[config.mk]
export PLATFORM = sky130hd
export DESIGN_NAME = decode_stage
export DESIGN_NICKNAME = d
export VERILOG_FILES = /design/src/isa_pkg.sv /design/src/pipe_pkg.sv /design/src/decode_stage.sv /design/src/hazard_unit.sv /design/src/instr_decoder.sv /design/src/pipe_latch.sv
export SDC_FILE = /design/constraint.sdc
export NUM_CORES = 1
export LEC_CHECK = 0
export BUFFER_PORTS_ARGS = -buffer_cell sky130_fd_sc_hd__buf_2
export CAP_MARGIN = 5
export CORE_ASPECT_RATIO = 0.6
export CORE_MARGIN = 1
export CORE_UTILIZATION = 46
export DETAILED_ROUTE_END_ITERATION = 6
export PLACE_DENSITY = 0.86
export SETUP_SLACK_MARGIN = 0.15
export SLEW_MARGIN = 40
export SYNTH_ARGS = -nofsm -noshare
export SYNTH_HDL_FRONTEND = slang
export SYNTH_SLANG_ARGS = --single-unit
[constraint.sdc]
create_clock -name clock -period 2.6 [get_ports clock]
set_input_delay 0.52 -clock clock [delete_from_list [all_inputs] [get_ports clock]]
set_output_delay 0.52 -clock clock [all_outputs]
set_load 0.05 [all_outputs]
[src/isa_pkg.sv]
package isa_pkg;

    // major opcodes of the base integer set.
    typedef enum logic [6:0] {
        op_lui    = 7'b0110111,
        op_auipc  = 7'b0010111,
        op_jal    = 7'b1101111,
        op_jalr   = 7'b1100111,
        op_branch = 7'b1100011,
        op_load   = 7'b0000011,
        op_store  = 7'b0100011,
        op_imm    = 7'b0010011,
        op_op     = 7'b0110011,
        op_system = 7'b1110011
    } opcode_t;

    // funct3 of the register and immediate arithmetic group.
    localparam logic [2:0] f3_add_sub = 3'b000;
    localparam logic [2:0] f3_sll     = 3'b001;
    localparam logic [2:0] f3_slt     = 3'b010;
    localparam logic [2:0] f3_sltu    = 3'b011;
    localparam logic [2:0] f3_xor     = 3'b100;
    localparam logic [2:0] f3_srl_sra = 3'b101;
    localparam logic [2:0] f3_or      = 3'b110;
    localparam logic [2:0] f3_and     = 3'b111;

    // funct12 of the two environment instructions.
    localparam logic [11:0] f12_ecall  = 12'h000;
    localparam logic [11:0] f12_ebreak = 12'h001;

    typedef enum logic [3:0] {
        class_none,
        class_alu,
        class_lui,
        class_auipc,
        class_jal,
        class_jalr,
        class_branch,
        class_load,
        class_store,
        class_system
    } op_class_t;

    typedef enum logic [3:0] {
        alu_add,
        alu_sub,
        alu_sll,
        alu_slt,
        alu_sltu,
        alu_xor,
        alu_srl,
        alu_sra,
        alu_or,
        alu_and
    } alu_op_t;

    typedef enum logic [3:0] {
        cause_illegal_instr = 4'd2,
        cause_breakpoint    = 4'd3,
        cause_ecall_mach    = 4'd11
    } ecause_t;

endpackage

[src/pipe_pkg.sv]
package pipe_pkg;

    import isa_pkg::*;

    parameter int pc_width = 32;

    // valid has to stay the first field and pc the second.
    typedef struct packed {
        logic                valid;
        logic [pc_width-1:0] pc;
        logic [31:0]         instr;
        logic                taken;
    } fetch_packet_t;

    // hints for the return address stack.
    typedef struct packed {
        logic return_push;
        logic return_pop;
        logic jump_uncond;
        logic jump_rest;
    } return_hint_t;

    typedef struct packed {
        logic                valid;
        logic [pc_width-1:0] pc;
        logic [pc_width-1:0] npc;
        logic [31:0]         imm;
        logic [4:0]          waddr;
        logic [4:0]          raddr1;
        logic [4:0]          raddr2;
        logic                rden1;
        logic                rden2;
        logic                wren;
        op_class_t           op_class;
        alu_op_t             alu_op;
        logic [2:0]          funct3;
        return_hint_t        hint;
        logic                taken;
        logic                exception;
        ecause_t             ecause;
        logic [31:0]         etval;
    } decode_packet_t;

    // state of the instruction currently in execute.
    typedef struct packed {
        logic                valid;
        logic                load;
        logic [4:0]          waddr;
        logic                jump;
        logic [pc_width-1:0] target;
        logic                busy;
    } exec_feedback_t;

endpackage
[src/decode_stage.sv]
`timescale 1ns/1ps

module decode_stage
    import pipe_pkg::*;
#(
    parameter int pc_width = pipe_pkg::pc_width
) (
    input  logic           clock,
    input  logic           reset,
    input  fetch_packet_t  fetch_in,
    input  exec_feedback_t ex_info,
    input  logic           trap,
    output decode_packet_t decode_out,
    output logic           stall
);

    fetch_packet_t  fetch_q;
    decode_packet_t decode_next;
    logic           clear;
    logic           out_bubble;

    // a stalled instruction leaves a bubble behind for execute.
    assign out_bubble = stall | clear;

    pipe_latch #(
        .payload_t (fetch_packet_t),
        .pc_width  (pc_width)
    ) fetch_latch (
        .clock  (clock),
        .reset  (reset),
        .hold   (stall),
        .bubble (clear),
        .d      (fetch_in),
        .q      (fetch_q)
    );

    instr_decoder #(
        .pc_width (pc_width)
    ) decoder (
        .fetch  (fetch_q),
        .decode (decode_next)
    );

    hazard_unit hazards (
        .fetch   (fetch_q),
        .decode  (decode_next),
        .ex_info (ex_info),
        .trap    (trap),
        .stall   (stall),
        .clear   (clear)
    );

    pipe_latch #(
        .payload_t (decode_packet_t),
        .pc_width  (pc_width)
    ) decode_latch (
        .clock  (clock),
        .reset  (reset),
        .hold   (1'b0),
        .bubble (out_bubble),
        .d      (decode_next),
        .q      (decode_out)
    );

endmodule

[src/hazard_unit.sv]
`timescale 1ns/1ps

module hazard_unit
    import pipe_pkg::*;
(
    input  fetch_packet_t  fetch,
    input  decode_packet_t decode,
    input  exec_feedback_t ex_info,
    input  logic           trap,
    output logic           stall,
    output logic           clear
);

    logic mispredict;
    logic load_use;

    always_comb begin
        mispredict = 1'b0;
        if (ex_info.valid) begin
            if (ex_info.jump && !fetch.taken) begin
                mispredict = 1'b1;
            end else if (!ex_info.jump && fetch.taken) begin
                mispredict = 1'b1;
            end else if (ex_info.jump && fetch.taken && ex_info.target != fetch.pc) begin
                // right direction, wrong target.
                mispredict = 1'b1;
            end
        end
    end

    always_comb begin
        load_use = 1'b0;
        if (ex_info.load) begin
            if (decode.rden1 && decode.raddr1 == ex_info.waddr) begin
                load_use = 1'b1;
            end
            if (decode.rden2 && decode.raddr2 == ex_info.waddr) begin
                load_use = 1'b1;
            end
        end
    end

    assign clear = trap || mispredict;

    // a clear flushes the stage anyway, so it overrides the stall.
    assign stall = decode.valid && (ex_info.busy || load_use) && !clear;

endmodule

[src/instr_decoder.sv]
`timescale 1ns/1ps

module instr_decoder
    import isa_pkg::*;
    import pipe_pkg::*;
#(
    parameter int pc_width = pipe_pkg::pc_width
) (
    input  fetch_packet_t  fetch,
    output decode_packet_t decode
);

    logic [31:0] instr;
    opcode_t     opcode;
    logic [2:0]  funct3;
    logic [31:0] imm_i;
    logic [31:0] imm_s;
    logic [31:0] imm_b;
    logic [31:0] imm_u;
    logic [31:0] imm_j;
    logic        funct7_ok;
    logic        illegal;
    logic        is_ecall;
    logic        is_ebreak;
    logic        link_w;
    logic        link_r;

    always_comb begin
        instr = fetch.instr;
        opcode = opcode_t'(instr[6:0]);
        funct3 = instr[14:12];
        imm_i = {{20{instr[31]}}, instr[31:20]};
        imm_s = {{20{instr[31]}}, instr[31:25], instr[11:7]};
        imm_b = {{19{instr[31]}}, instr[31], instr[7], instr[30:25], instr[11:8], 1'b0};
        imm_u = {instr[31:12], 12'b0};
        imm_j = {{11{instr[31]}}, instr[31], instr[19:12], instr[20], instr[30:21], 1'b0};
        // only sub and sra use the alternate funct7.
        funct7_ok = (instr[31:25] == 7'h00) ||
                    (instr[31:25] == 7'h20 && (funct3 == f3_add_sub || funct3 == f3_srl_sra));
        illegal = (instr[1:0] != 2'b11);
        is_ecall = 1'b0;
        is_ebreak = 1'b0;

        decode = '0;
        decode.valid = 1'b1;
        decode.pc = fetch.pc;
        decode.npc = fetch.pc + pc_width'(4);
        decode.waddr = instr[11:7];
        decode.raddr1 = instr[19:15];
        decode.raddr2 = instr[24:20];
        decode.funct3 = funct3;
        decode.taken = fetch.taken;
        decode.alu_op = alu_add;

        case (opcode)
            op_lui: begin
                decode.op_class = class_lui;
                decode.imm = imm_u;
                decode.wren = 1'b1;
            end
            op_auipc: begin
                decode.op_class = class_auipc;
                decode.imm = imm_u;
                decode.wren = 1'b1;
            end
            op_jal: begin
                decode.op_class = class_jal;
                decode.imm = imm_j;
                decode.wren = 1'b1;
            end
            op_jalr: begin
                decode.op_class = class_jalr;
                decode.imm = imm_i;
                decode.wren = 1'b1;
                decode.rden1 = 1'b1;
                illegal = illegal || (funct3 != 3'b000);
            end
            op_branch: begin
                decode.op_class = class_branch;
                decode.imm = imm_b;
                decode.rden1 = 1'b1;
                decode.rden2 = 1'b1;
                illegal = illegal || (funct3 == 3'b010) || (funct3 == 3'b011);
            end
            op_load: begin
                decode.op_class = class_load;
                decode.imm = imm_i;
                decode.wren = 1'b1;
                decode.rden1 = 1'b1;
                illegal = illegal || (funct3 == 3'b011) || (funct3[2:1] == 2'b11);
            end
            op_store: begin
                decode.op_class = class_store;
                decode.imm = imm_s;
                decode.rden1 = 1'b1;
                decode.rden2 = 1'b1;
                illegal = illegal || (funct3 > 3'b010);
            end
            op_imm, op_op: begin
                decode.op_class = class_alu;
                decode.imm = (opcode == op_imm) ? imm_i : 32'd0;
                decode.wren = 1'b1;
                decode.rden1 = 1'b1;
                decode.rden2 = (opcode == op_op);
                case (funct3)
                    f3_add_sub: decode.alu_op = (opcode == op_op && instr[30]) ? alu_sub : alu_add;
                    f3_sll:     decode.alu_op = alu_sll;
                    f3_slt:     decode.alu_op = alu_slt;
                    f3_sltu:    decode.alu_op = alu_sltu;
                    f3_xor:     decode.alu_op = alu_xor;
                    f3_srl_sra: decode.alu_op = instr[30] ? alu_sra : alu_srl;
                    f3_or:      decode.alu_op = alu_or;
                    f3_and:     decode.alu_op = alu_and;
                    default:    decode.alu_op = alu_add;
                endcase
                if (opcode == op_op || funct3 == f3_sll || funct3 == f3_srl_sra) begin
                    illegal = illegal || !funct7_ok;
                end
            end
            op_system: begin
                decode.op_class = class_system;
                is_ecall = (instr[19:7] == 13'd0) && (instr[31:20] == f12_ecall);
                is_ebreak = (instr[19:7] == 13'd0) && (instr[31:20] == f12_ebreak);
                illegal = illegal || !(is_ecall || is_ebreak);
            end
            default: illegal = 1'b1;
        endcase

        // x1 and x5 act as link registers.
        link_w = (decode.waddr == 5'd1) || (decode.waddr == 5'd5);
        link_r = (decode.raddr1 == 5'd1) || (decode.raddr1 == 5'd5);
        if (decode.op_class == class_jal) begin
            decode.hint.return_push = link_w;
            decode.hint.jump_uncond = (decode.waddr == 5'd0);
            decode.hint.jump_rest = !link_w && (decode.waddr != 5'd0);
        end else if (decode.op_class == class_jalr) begin
            decode.hint.return_push = link_w;
            decode.hint.return_pop = link_r && !(link_w && decode.waddr == decode.raddr1);
            decode.hint.jump_rest = !link_w && !link_r;
        end

        if (illegal) begin
            decode.op_class = class_none;
            decode.wren = 1'b0;
            decode.rden1 = 1'b0;
            decode.rden2 = 1'b0;
            decode.hint = '0;
            decode.exception = 1'b1;
            decode.ecause = cause_illegal_instr;
            decode.etval = instr;
        end else if (is_ebreak || is_ecall) begin
            decode.exception = 1'b1;
            decode.ecause = is_ebreak ? cause_breakpoint : cause_ecall_mach;
            decode.etval = instr;
        end

        if (!fetch.valid) begin
            decode = '0;
        end
    end

endmodule

[src/pipe_latch.sv]
`timescale 1ns/1ps

module pipe_latch
    import pipe_pkg::*;
#(
    parameter type payload_t = fetch_packet_t,
    parameter int  pc_width  = pipe_pkg::pc_width
) (
    input  logic     clock,
    input  logic     reset,
    input  logic     hold,
    input  logic     bubble,
    input  payload_t d,
    output payload_t q
);

    localparam int width = $bits(payload_t);

    // keeps only the pc, which sits right below the valid bit.
    localparam logic [width-1:0] pc_mask = {
        1'b0, {pc_width{1'b1}}, {(width - 1 - pc_width){1'b0}}
    };

    always_ff @(posedge clock) begin
        if (reset) begin
            q <= '0;
        end else if (bubble) begin
            q <= payload_t'(d & pc_mask);
        end else if (!hold) begin
            q <= d;
        end
    end

endmodule

==> results of run 1 <==
Yosys cell counts (4+ instances only):
cell / instances
a21oi_1: 26
mux2i_1: 65
and2_1: 78
dfxtp_1: 232
clkbuf_1: 35
and3_1: 7
inv_1: 15
xor2_1: 45
nor4_1: 16
buf_2: 12
nand4_1: 9
and4_1: 5
nand3_1: 15
a22oi_1: 4
nand2b_1: 68
nor2_1: 100
buf_4: 7
nor3_1: 20
o21ai_0: 6
xnor2_1: 28
nor4b_1: 6
nand2_1: 41
cells in the final DEF (no fill, tap or decap), types with 6 or more instances in the layout:
master	instances
clkbuf_8	6
nor2_1	99
mux2i_1	65
nand2b_1	68
xnor2_1	28
nor4_1	11
inv_1	15
a21oi_1	26
xor2_1	45
nand4_1	9
o21ai_0	6
nand2_1	41
dfxtp_1	226
buf_2	276
clkbuf_16	23
and2_1	78
nand3_1	15
buf_4	127
and3_1	7
nor3_1	18
path summary, 6_finish.rpt:
path | to | slack [ps] | cells after the start
worst max-delay path | stall | -510 | 7
worst max register to register | decode_latch.q[119] | -320 | 12
worst min-delay path | fetch_latch.q[65] | 230 | 3
worst min register to register | decode_latch.q[135] | 510 | 1
routing by layer:
| metal | part of all wire | up-vias |
|---|---|---|
| met2 | 0.40 | 417 |
| met5 | 0.00038 | - |
| met1 | 0.46 | 3781 |
| met3 | 0.11 | 49 |
| met4 | 0.019 | 2 |
| li1 | - | 3740 |
repair_timing:
item | 4_1_cts | 5_1_grt
endpoints found under the setup margin | 201 | 201
pin swaps | 2 | 1
cloned | 2 | 0
gates resized for setup | 28 | 2
setup buffers | 4 | 1
power groups by stage:
stage | clock [W] | sequential (W) | combinational (W)
2_1_floorplan | 0 | 0.00376 | 0.000280
3_3_place_gp | 0 | 0.00374 | 0.000592
3_5_place_dp | 0 | 0.00374 | 0.000603
4_1_cts | 0.00339 | 0.00366 | 0.000619
5_1_grt | 0.00355 | 0.00367 | 0.000674
6_report | 0.00336 | 0.00366 | 0.000636
sequential cells by signal, summed over array words and instances (netlist names):
name	cells
decode_latch.q	166
fetch_latch.q	66
cells by family (layout without fill, tap and decap cells):
logic type,count (synthesis),count (layout),synth area share
and+or+nand+nor,385,385,0.234
DFF,232,232,0.524
buffers and inverters,76,471,0.0433
xor gates and xnor gates,73,73,0.0721
AOI/OAI and AO/OA,66,66,0.0501
muxes,66,66,0.0746
adders and majority gates,1,1,0.00141
other,1,3,0.000423
cell type report:
class                           instances  share of cell area
Tap cell                              240              0.0243
Antenna cell                            2            0.000406
Clock buffer                           32              0.0543
Inverter                               16             0.00487
Clock inverter                          7             0.00720
Timing Repair Buffer                  416               0.208
Sequential cell                       232               0.377
Multi-Input combinational cell        592               0.323
worst register-to-register path, delay by kind of cell (launching register included):
family                 cells  cell delay (ps)
buffers and inverters      5              890
DFF                        1              320
and+or+nand+nor            4              970
AOI/OAI and AO/OA          3              670
per-stage QoR:
| stage | instances | utilization | hold WS [ps] |
|---|---|---|---|
| after CTS | 1534 | 0.667 | 211 |
| after global routing | 1536 | 0.669 | 244 |
| after detailed placement | 1489 | 0.615 | 502 |
| after global placement | 1489 | 0.615 | 495 |
| final | 1537 | 0.669 | 231 |
| after floorplan | 900 | - | 461 |
==> out/metrics.cfg, run 1 <==
[outcome]
outcome=complete, but fails checks
violations=negative setup slack

[detailed_routing]
via_count=7989
first_iter_violations=695
ant_nets=0
post_drt_via_cell_ratio=5.20
drc=0
drt-total-wl_microns=29000
routedWlPerCell_microns=18.9
dr.pass1.iters=5

[finish]
nets=1391
fillCellCount=1498
area_growth_pct=39.1
drive_above_1_share=0.377
regArea_sq_mm=0.00465
multi_input_area_sq_mm=0.00399
stdcell_area_sq_mm=0.0123

[floorplanning]
die_h_microns=110
die_w_microns=181
die_area_sq_mm=0.0199
initial_utilization=0.481
rows=38
core-area_sq_mm=0.0184
io_pins=279

[pwr]
vdd_drop_max_uv=451
combPwrFrac=0.083
powerDensity_mw_per_mm2=621
leakage_nw=5.64
switching_power_w=0.00177
seqPwrFrac=0.478
internal_power_w=0.00590
p_sw_frac=0.230
p_clk_frac=0.439
p_total_w=0.00766

[global_routing]
track_usage=0.283
use_met3=0.0812
grt_max_degree=67
grt-ovfl-total=0
first_global_vias=7513
grtUsageMet1=0.420
top_usage_layer=met1
grt_pass1_wl_microns=42400
antenna_found_initial=4
grt_util_met2=0.399

[setup_path]
crit_fanout=2
cp_cell_sequence=or3_4, or3_4, o31ai_4, o41ai_4, o31ai_4, and2b_2, buf_8
critPathArrivalTime_ps=2590
start_kind=flip-flop
required_ps=2080
timing.critical_path.from=fetch_latch.q[9]
cp.buffers_inverters=1
worstReg2RegStart=fetch_latch.q[9]
critical_path.slowest_cell=or3_4
cp_slowest_stage_delay_ps=390
cp-end-kind=output pin
critical_path_class=reg2out
critPathTopFamily=simple AND/OR/NAND/NOR gates

[sta]
relSlewSlack=0.498
setup_violations=180
worstMarginPinSlew_ps=751
skew_ps=11.1
period_share=1.20
period_minus_slack_ps=3110
tns_ps=-29950
hold_viol_final=0
rsz0062_at_grt=true
drv_slew=0
fmax_mhz=321
setup_slack_ps=-511

[hold_path]
min_from=fetch_in[65]
hold_class=in2reg

[clocking]
clockRootBuffer=clkbuf_16
worstSkewPairLatency_ps=510
ctsLongestPathBuffers=3
numCtsBuffers=22
cts.sinks=232
ctsHoldBuffers=0
clk_pin_slew_worst_paths_ps=60
htreeDepth=1
cts_tree=yes

[logic_synthesis]
syn-cell-area_sq_mm=0.00887
yosysTopAreaCell=dfxtp_1
yosysTopAreaCellShare=0.524
syn_nets=1011
synth-seq-cells=232
ys_types=64
postSynthCellCount=900
synthTopCellsByArea=dfxtp_1 52%, mux2i_1 7.3%, and2_1 5.5%, nand2b_1 4.8%, xor2_1 4.4%
ys_async_sr_fraction=0
yosysWarnings=0
ys_seq_area_frac=0.524
syn_area_per_cell_sq_um=9.86
synth_enable_flop_cells=0
synth_top_flop_cell=dfxtp_1

[placed_design]
place.gp.congestion=0.897
pre_cts_ws_ps=-247
port_buffers=277
place_area_sq_mm=0.0113
hpwlAfterDp_microns=21100

[run]
maxCapViolCount=0

Power figures use the tool's default switching activity.
==> run 2, diff against run 1 <==
==> constraint.sdc (replaced) <==
create_clock -name clock -period 2.6 [get_ports clock]
set_input_delay 0.13 -clock clock [delete_from_list [all_inputs] [get_ports clock]]
set_output_delay 0.13 -clock clock [all_outputs]
set_load 0.05 [all_outputs]
==> out/metrics.cfg, run 2 (synthesis results as in run 1) <==
[outcome]
outcome=complete, but fails checks  ; unchanged
violations=negative setup slack  ; unchanged

[hold_path]
min_delay_worst_endpoint=decode_latch.q[155]  ; was fetch_latch.q[65]
min_from=reset  ; was fetch_in[65]
hold_depth=3  ; unchanged
hold_class=in2reg  ; unchanged

[finish]
layout.cells.non_filler=1621  ; was 1,537
nets=1477  ; was 1,391
largest-register=decode_latch.q  ; unchanged
largestRegisters=decode_latch.q (166), fetch_latch.q (66)  ; unchanged
multi_input_area_sq_mm=0.00468  ; was 0.00399 sq mm
layout_common_cells=276 x buf_2, 223 x dfxtp_1, 90 x buf_4  ; was 276 x buf_2, 226 x dfxtp_1, 127 x buf_4
stdcell_area_sq_mm=0.0145  ; was 0.0123 sq mm
largest_reg_flops=166  ; unchanged
fin_util=0.789  ; was 0.669
drive_above_1_share=0.465  ; was 0.377
regArea_sq_mm=0.00467  ; was 0.00465 sq mm
layout_commonest_cell=buf_2  ; unchanged
fillCellCount=1151  ; was 1,498
area_growth_pct=64.0  ; was 39.1%

[detailed_routing]
dr.pass1.iters=6  ; was 5
drc=0  ; unchanged
routedWlPerCell_microns=21.8  ; was 18.9 microns
post_drt_via_cell_ratio=5.41  ; was 5.20
first_iter_violations=927  ; was 695
via_count=8764  ; was 7,989
drt-total-wl_microns=35300  ; was 29,000 microns
ant_nets=0  ; unchanged

[setup_path]
r2r-end=decode_latch.q[23]  ; was decode_latch.q[119]
cp_cell_sequence=or3_4, or3_4, o31ai_4, o41ai_4, buf_4, buf_6, nor3_4, nor3_4, buf_12, buf_12, buf_8, and2_4  ; was or3_4, or3_4, o31ai_4, o41ai_4, o31ai_4, and2b_2, buf_8
reg2reg_depth=12  ; unchanged
critPathArrivalTime_ps=3240  ; was 2590 ps
cp_slowest_stage_delay_ps=380  ; was 390 ps
critical_path.slowest_cell=or3_4  ; unchanged
timing.critical_path.from=fetch_latch.q[9]  ; unchanged
crit_fanout=6  ; was 2
cp.buffers_inverters=5  ; was 1
required_ps=3000  ; was 2080 ps
worstReg2RegStart=fetch_latch.q[9]  ; unchanged
critPathTopFamily=simple AND/OR/NAND/NOR gates  ; unchanged
critical_path_class=reg2reg  ; was reg2out
start_kind=flip-flop  ; unchanged
r2r_slack_ps=-240  ; was -320 ps
cp-end-kind=flip-flop  ; was output pin

[sta]
setup_violations=165  ; was 180
rsz0062_at_grt=true  ; unchanged
tns_ps=-17640  ; was -29,950 ps
drv_slew=0  ; unchanged
worstMarginPinSlew_ps=1100  ; was 751 ps
relSlewSlack=0.262  ; was 0.498
period_share=1.09  ; was 1.20
period_minus_slack_ps=2840  ; was 3110 ps
skew_ps=22.3  ; was 11.1 ps
fmax_mhz=353  ; was 321 MHz
hold_viol_final=0  ; unchanged
setup_slack_ps=-236  ; was -511 ps

[clocking]
worstSkewPairLatency_ps=520  ; was 510 ps
clk_pin_slew_worst_paths_ps=70  ; was 60 ps
htreeDepth=1  ; unchanged
clockRootBuffer=clkbuf_16  ; unchanged
cts.sinks=232  ; unchanged
ctsLongestPathBuffers=3  ; unchanged
cts_tree=yes  ; unchanged
numCtsBuffers=22  ; unchanged

[floorplanning]
die_w_microns=181  ; unchanged
core-area_sq_mm=0.0184  ; unchanged
die_h_microns=110  ; unchanged
rows=38  ; unchanged
io_pins=279  ; unchanged
die_area_sq_mm=0.0199  ; unchanged
initial_utilization=0.481  ; unchanged

[global_routing]
antenna_found_initial=1  ; was 4
grt_pass1_wl_microns=49500  ; was 42,400 microns
grt-ovfl-total=0  ; unchanged
track_usage=0.333  ; was 0.283
grt_max_degree=67  ; unchanged
first_global_vias=8660  ; was 7,513

[pwr]
vdd_drop_max_uv=428  ; was 451 uV
p_total_w=0.00784  ; was 0.00766 W
powerDensity_mw_per_mm2=539  ; was 621 mW/mm^2
leakage_nw=6.37  ; was 5.64 nW

[placed_design]
port_buffers=277  ; unchanged
hpwlAfterDp_microns=20600  ; was 21,100 microns
dp_cells=1447  ; was 1,489
place.gp.congestion=1.02  ; was 0.897
place_area_sq_mm=0.0110  ; was 0.0113 sq mm

[run]
maxCapViolCount=0  ; unchanged

run 2: cell count changes in the layout (fill, tap and decap cells not counted), moves of 17 or more:
cell,delta
dlygate4sd3_1,+66
and2_1,-48
and2_4,+48
buf_4,-37
nor2_1,-37
nor2_4,+30
a21oi_1,-20
a21oi_2,+17
buf_12,+17
buf_16,+17
run 2: cell type report:
class                           count  area share
Multi-Input combinational cell    592       0.322
Sequential cell                   232       0.321
Timing Repair Buffer              502       0.280
Clock buffer                       28      0.0429
Tap cell                          240      0.0206
Clock inverter                     10     0.00877
Inverter                           16     0.00499
Antenna cell                        1    0.000172
run 2: worst max-delay path by stage:
stage	slack, ps	cells after the start	end
finish	-240	12	decode_latch.q[23]
global route	-300	12	decode_latch.q[23]
CTS	-120	7	stall
detailed placement	-50	10	decode_latch.q[16]
global placement	2	10	decode_latch.q[28]
floorplan	110	10	fetch_latch.q[56]
run 2: tightest hold or removal path, delay by kind of cell:
kind          cells  cell delay [ps]
buf+inv           1               80
simple gates      2              430
run 2: metal layers:
metal / global-route usage / part of all wire / up-vias
li1: - / - / 3919
met1: 0.450 / 0.43 / 4151
met2: 0.503 / 0.42 / 574
met3: 0.109 / 0.12 / 120
met4: 0.110 / 0.034 / 0
met5: 0 / 0 / -
run 2: power by group:
group	internal, W	leakage, nW	total, W	switching (W)
clock	0.00199	0.373	0.00340	0.00141
sequential	0.00361	1.89	0.00367	0.0000650
combinational	0.000376	4.11	0.000770	0.000393
run 2: metrics by stage:
stage | worst slack [ps] | hold WS [ps]
after floorplan | 111 | 251
after global placement | 2.45 | 343
after detailed placement | -49.2 | 348
after CTS | -120 | 133
after global routing | -297 | 182
final | -236 | 188
run 2: repair_timing:
item	in CTS	in global routing
endpoints found under the hold margin	66	0
cloned	20	5
endpoints found under the setup margin	197	200
hold buffers	66	0
setup buffers	32	12
pin swaps	59	37
gates resized for setup	176	110
==> run 3, diff against run 2 <==
- SKIP_CTS_REPAIR_TIMING: unset -> 1
==> out/metrics.cfg, run 3 (synthesis results as in run 1) <==
[clocking]
cts_tree=yes  ; unchanged
clk_pin_slew_worst_paths_ps=70  ; about the same
htreeDepth=1  ; unchanged
cts.sinks=232  ; unchanged
clockRootBuffer=clkbuf_16  ; unchanged
ctsLongestPathBuffers=3  ; unchanged
worstSkewPairLatency_ps=510  ; was 520 ps
numCtsBuffers=22  ; unchanged

[finish]
nets=1446  ; was 1,477
layout.cells.non_filler=1592  ; was 1,621
layout_commonest_cell=buf_2  ; unchanged
largest-register=decode_latch.q  ; unchanged
largest_reg_flops=166  ; unchanged
area_growth_pct=53.7  ; was 64.0%
drive_above_1_share=0.428  ; was 0.465
largestRegisters=decode_latch.q (166), fetch_latch.q (66)  ; unchanged
layout_common_cells=276 x buf_2, 225 x dfxtp_1, 90 x buf_4  ; was 276 x buf_2, 223 x dfxtp_1, 90 x buf_4
stdcell_area_sq_mm=0.0136  ; was 0.0145 sq mm

[placed_design]
place_area_sq_mm=0.0110  ; unchanged
dp_cells=1447  ; unchanged
place.gp.congestion=1.02  ; unchanged
pre_cts_ws_ps=-49.2  ; unchanged
hpwlAfterDp_microns=20600  ; unchanged
port_buffers=277  ; unchanged

[detailed_routing]
routedWlPerCell_microns=20.7  ; was 21.8 microns
first_iter_violations=875  ; was 927
dr.pass1.iters=5  ; was 6
drc=0  ; unchanged
drt-total-wl_microns=33000  ; was 35,300 microns
via_count=8495  ; was 8,764
post_drt_via_cell_ratio=5.34  ; was 5.41
ant_nets=0  ; unchanged

[floorplanning]
io_pins=279  ; unchanged
die_h_microns=110  ; unchanged
die_area_sq_mm=0.0199  ; unchanged
core-area_sq_mm=0.0184  ; unchanged
rows=38  ; unchanged
die_w_microns=181  ; unchanged
initial_utilization=0.481  ; unchanged

[pwr]
powerDensity_mw_per_mm2=571  ; was 539 mW/mm^2
vdd_drop_max_uv=415  ; was 428 uV
p_total_w=0.00778  ; was 0.00784 W
leakage_nw=6.02  ; was 6.37 nW

[global_routing]
track_usage=0.274  ; was 0.333
antenna_found_initial=3  ; was 1
grt_pass1_wl_microns=41200  ; was 49,500 microns
grt-ovfl-total=0  ; unchanged
first_global_vias=7312  ; was 8,660
grt_max_degree=67  ; unchanged

[sta]
drv_slew=0  ; unchanged
fmax_mhz=349  ; was 353 MHz
skew_ps=15.5  ; was 22.3 ps
relSlewSlack=0.466  ; was 0.262
period_share=1.10  ; was 1.09
setup_violations=107  ; was 165
period_minus_slack_ps=2870  ; was 2840 ps
worstMarginPinSlew_ps=796  ; was 1100 ps
tns_ps=-5650  ; was -17,640 ps
setup_slack_ps=-269  ; was -236 ps
rsz0062_at_grt=true  ; unchanged
hold_viol_final=0  ; unchanged

[setup_path]
critical_path_class=reg2out  ; was reg2reg
start_kind=flip-flop  ; unchanged
critPathArrivalTime_ps=2740  ; was 3240 ps
required_ps=2470  ; was 3000 ps
cp-end-kind=output pin  ; was flip-flop
crit_fanout=5  ; was 6
r2r_slack_ps=-130  ; was -240 ps

[run]
maxCapViolCount=0  ; unchanged

[outcome]
outcome=complete, but fails checks  ; unchanged
violations=negative setup slack  ; unchanged

[hold_path]
hold_class=in2reg  ; unchanged

[run 3: final cells by class]
type                            instances  area, sq um
Antenna cell                            3         7.51
Multi-Input combinational cell        592         4450
Clock buffer                           28          624
Sequential cell                       232         4660
Fill cell                            1291         4820
Clock inverter                         10          128
Timing Repair Buffer                  471         3390
Tap cell                              240          300
Inverter                               16         72.6
[run 3: routing by layer]
metal	vias to the layer above	wire (microns)	global-route usage	share of wire
li1	3856	-	-	-
met1	4043	14600	0.407	0.44
met2	508	13800	0.385	0.42
met3	88	3710	0.0762	0.11
met4	0	813	0.0666	0.025
met5	-	0	0	0
[run 3: report_power, final]
part           switching, W  internal, W
logic              0.000375     0.000354
registers         0.0000638      0.00361
clock network       0.00139      0.00199
[run 3: worst max-delay path, cell delays in order, from the launching register on]
cell      delay [ps]
dfxtp_1          320
xor2_1           210
nor4_1           420
nand3_1          190
nor3_1           300
o21bai_1         270
and2b_2          360
buf_8            160
[run 3: final timing paths]
kind / startpoint / endpoint / cells past startpoint
max: fetch_latch.q[58] / stall / 7
min: reset / decode_latch.q[155] / 3
min reg2reg: fetch_latch.q[33] / decode_latch.q[103] / 1
max reg2reg: fetch_latch.q[58] / fetch_latch.q[38] / 9
[run 3: per-stage QoR]
step	util	hold slack [ps]
after floorplan	-	251
after CTS	0.638	-180
after detailed placement	0.598	348
final	0.739	133
after global placement	0.598	343
after global routing	0.739	169
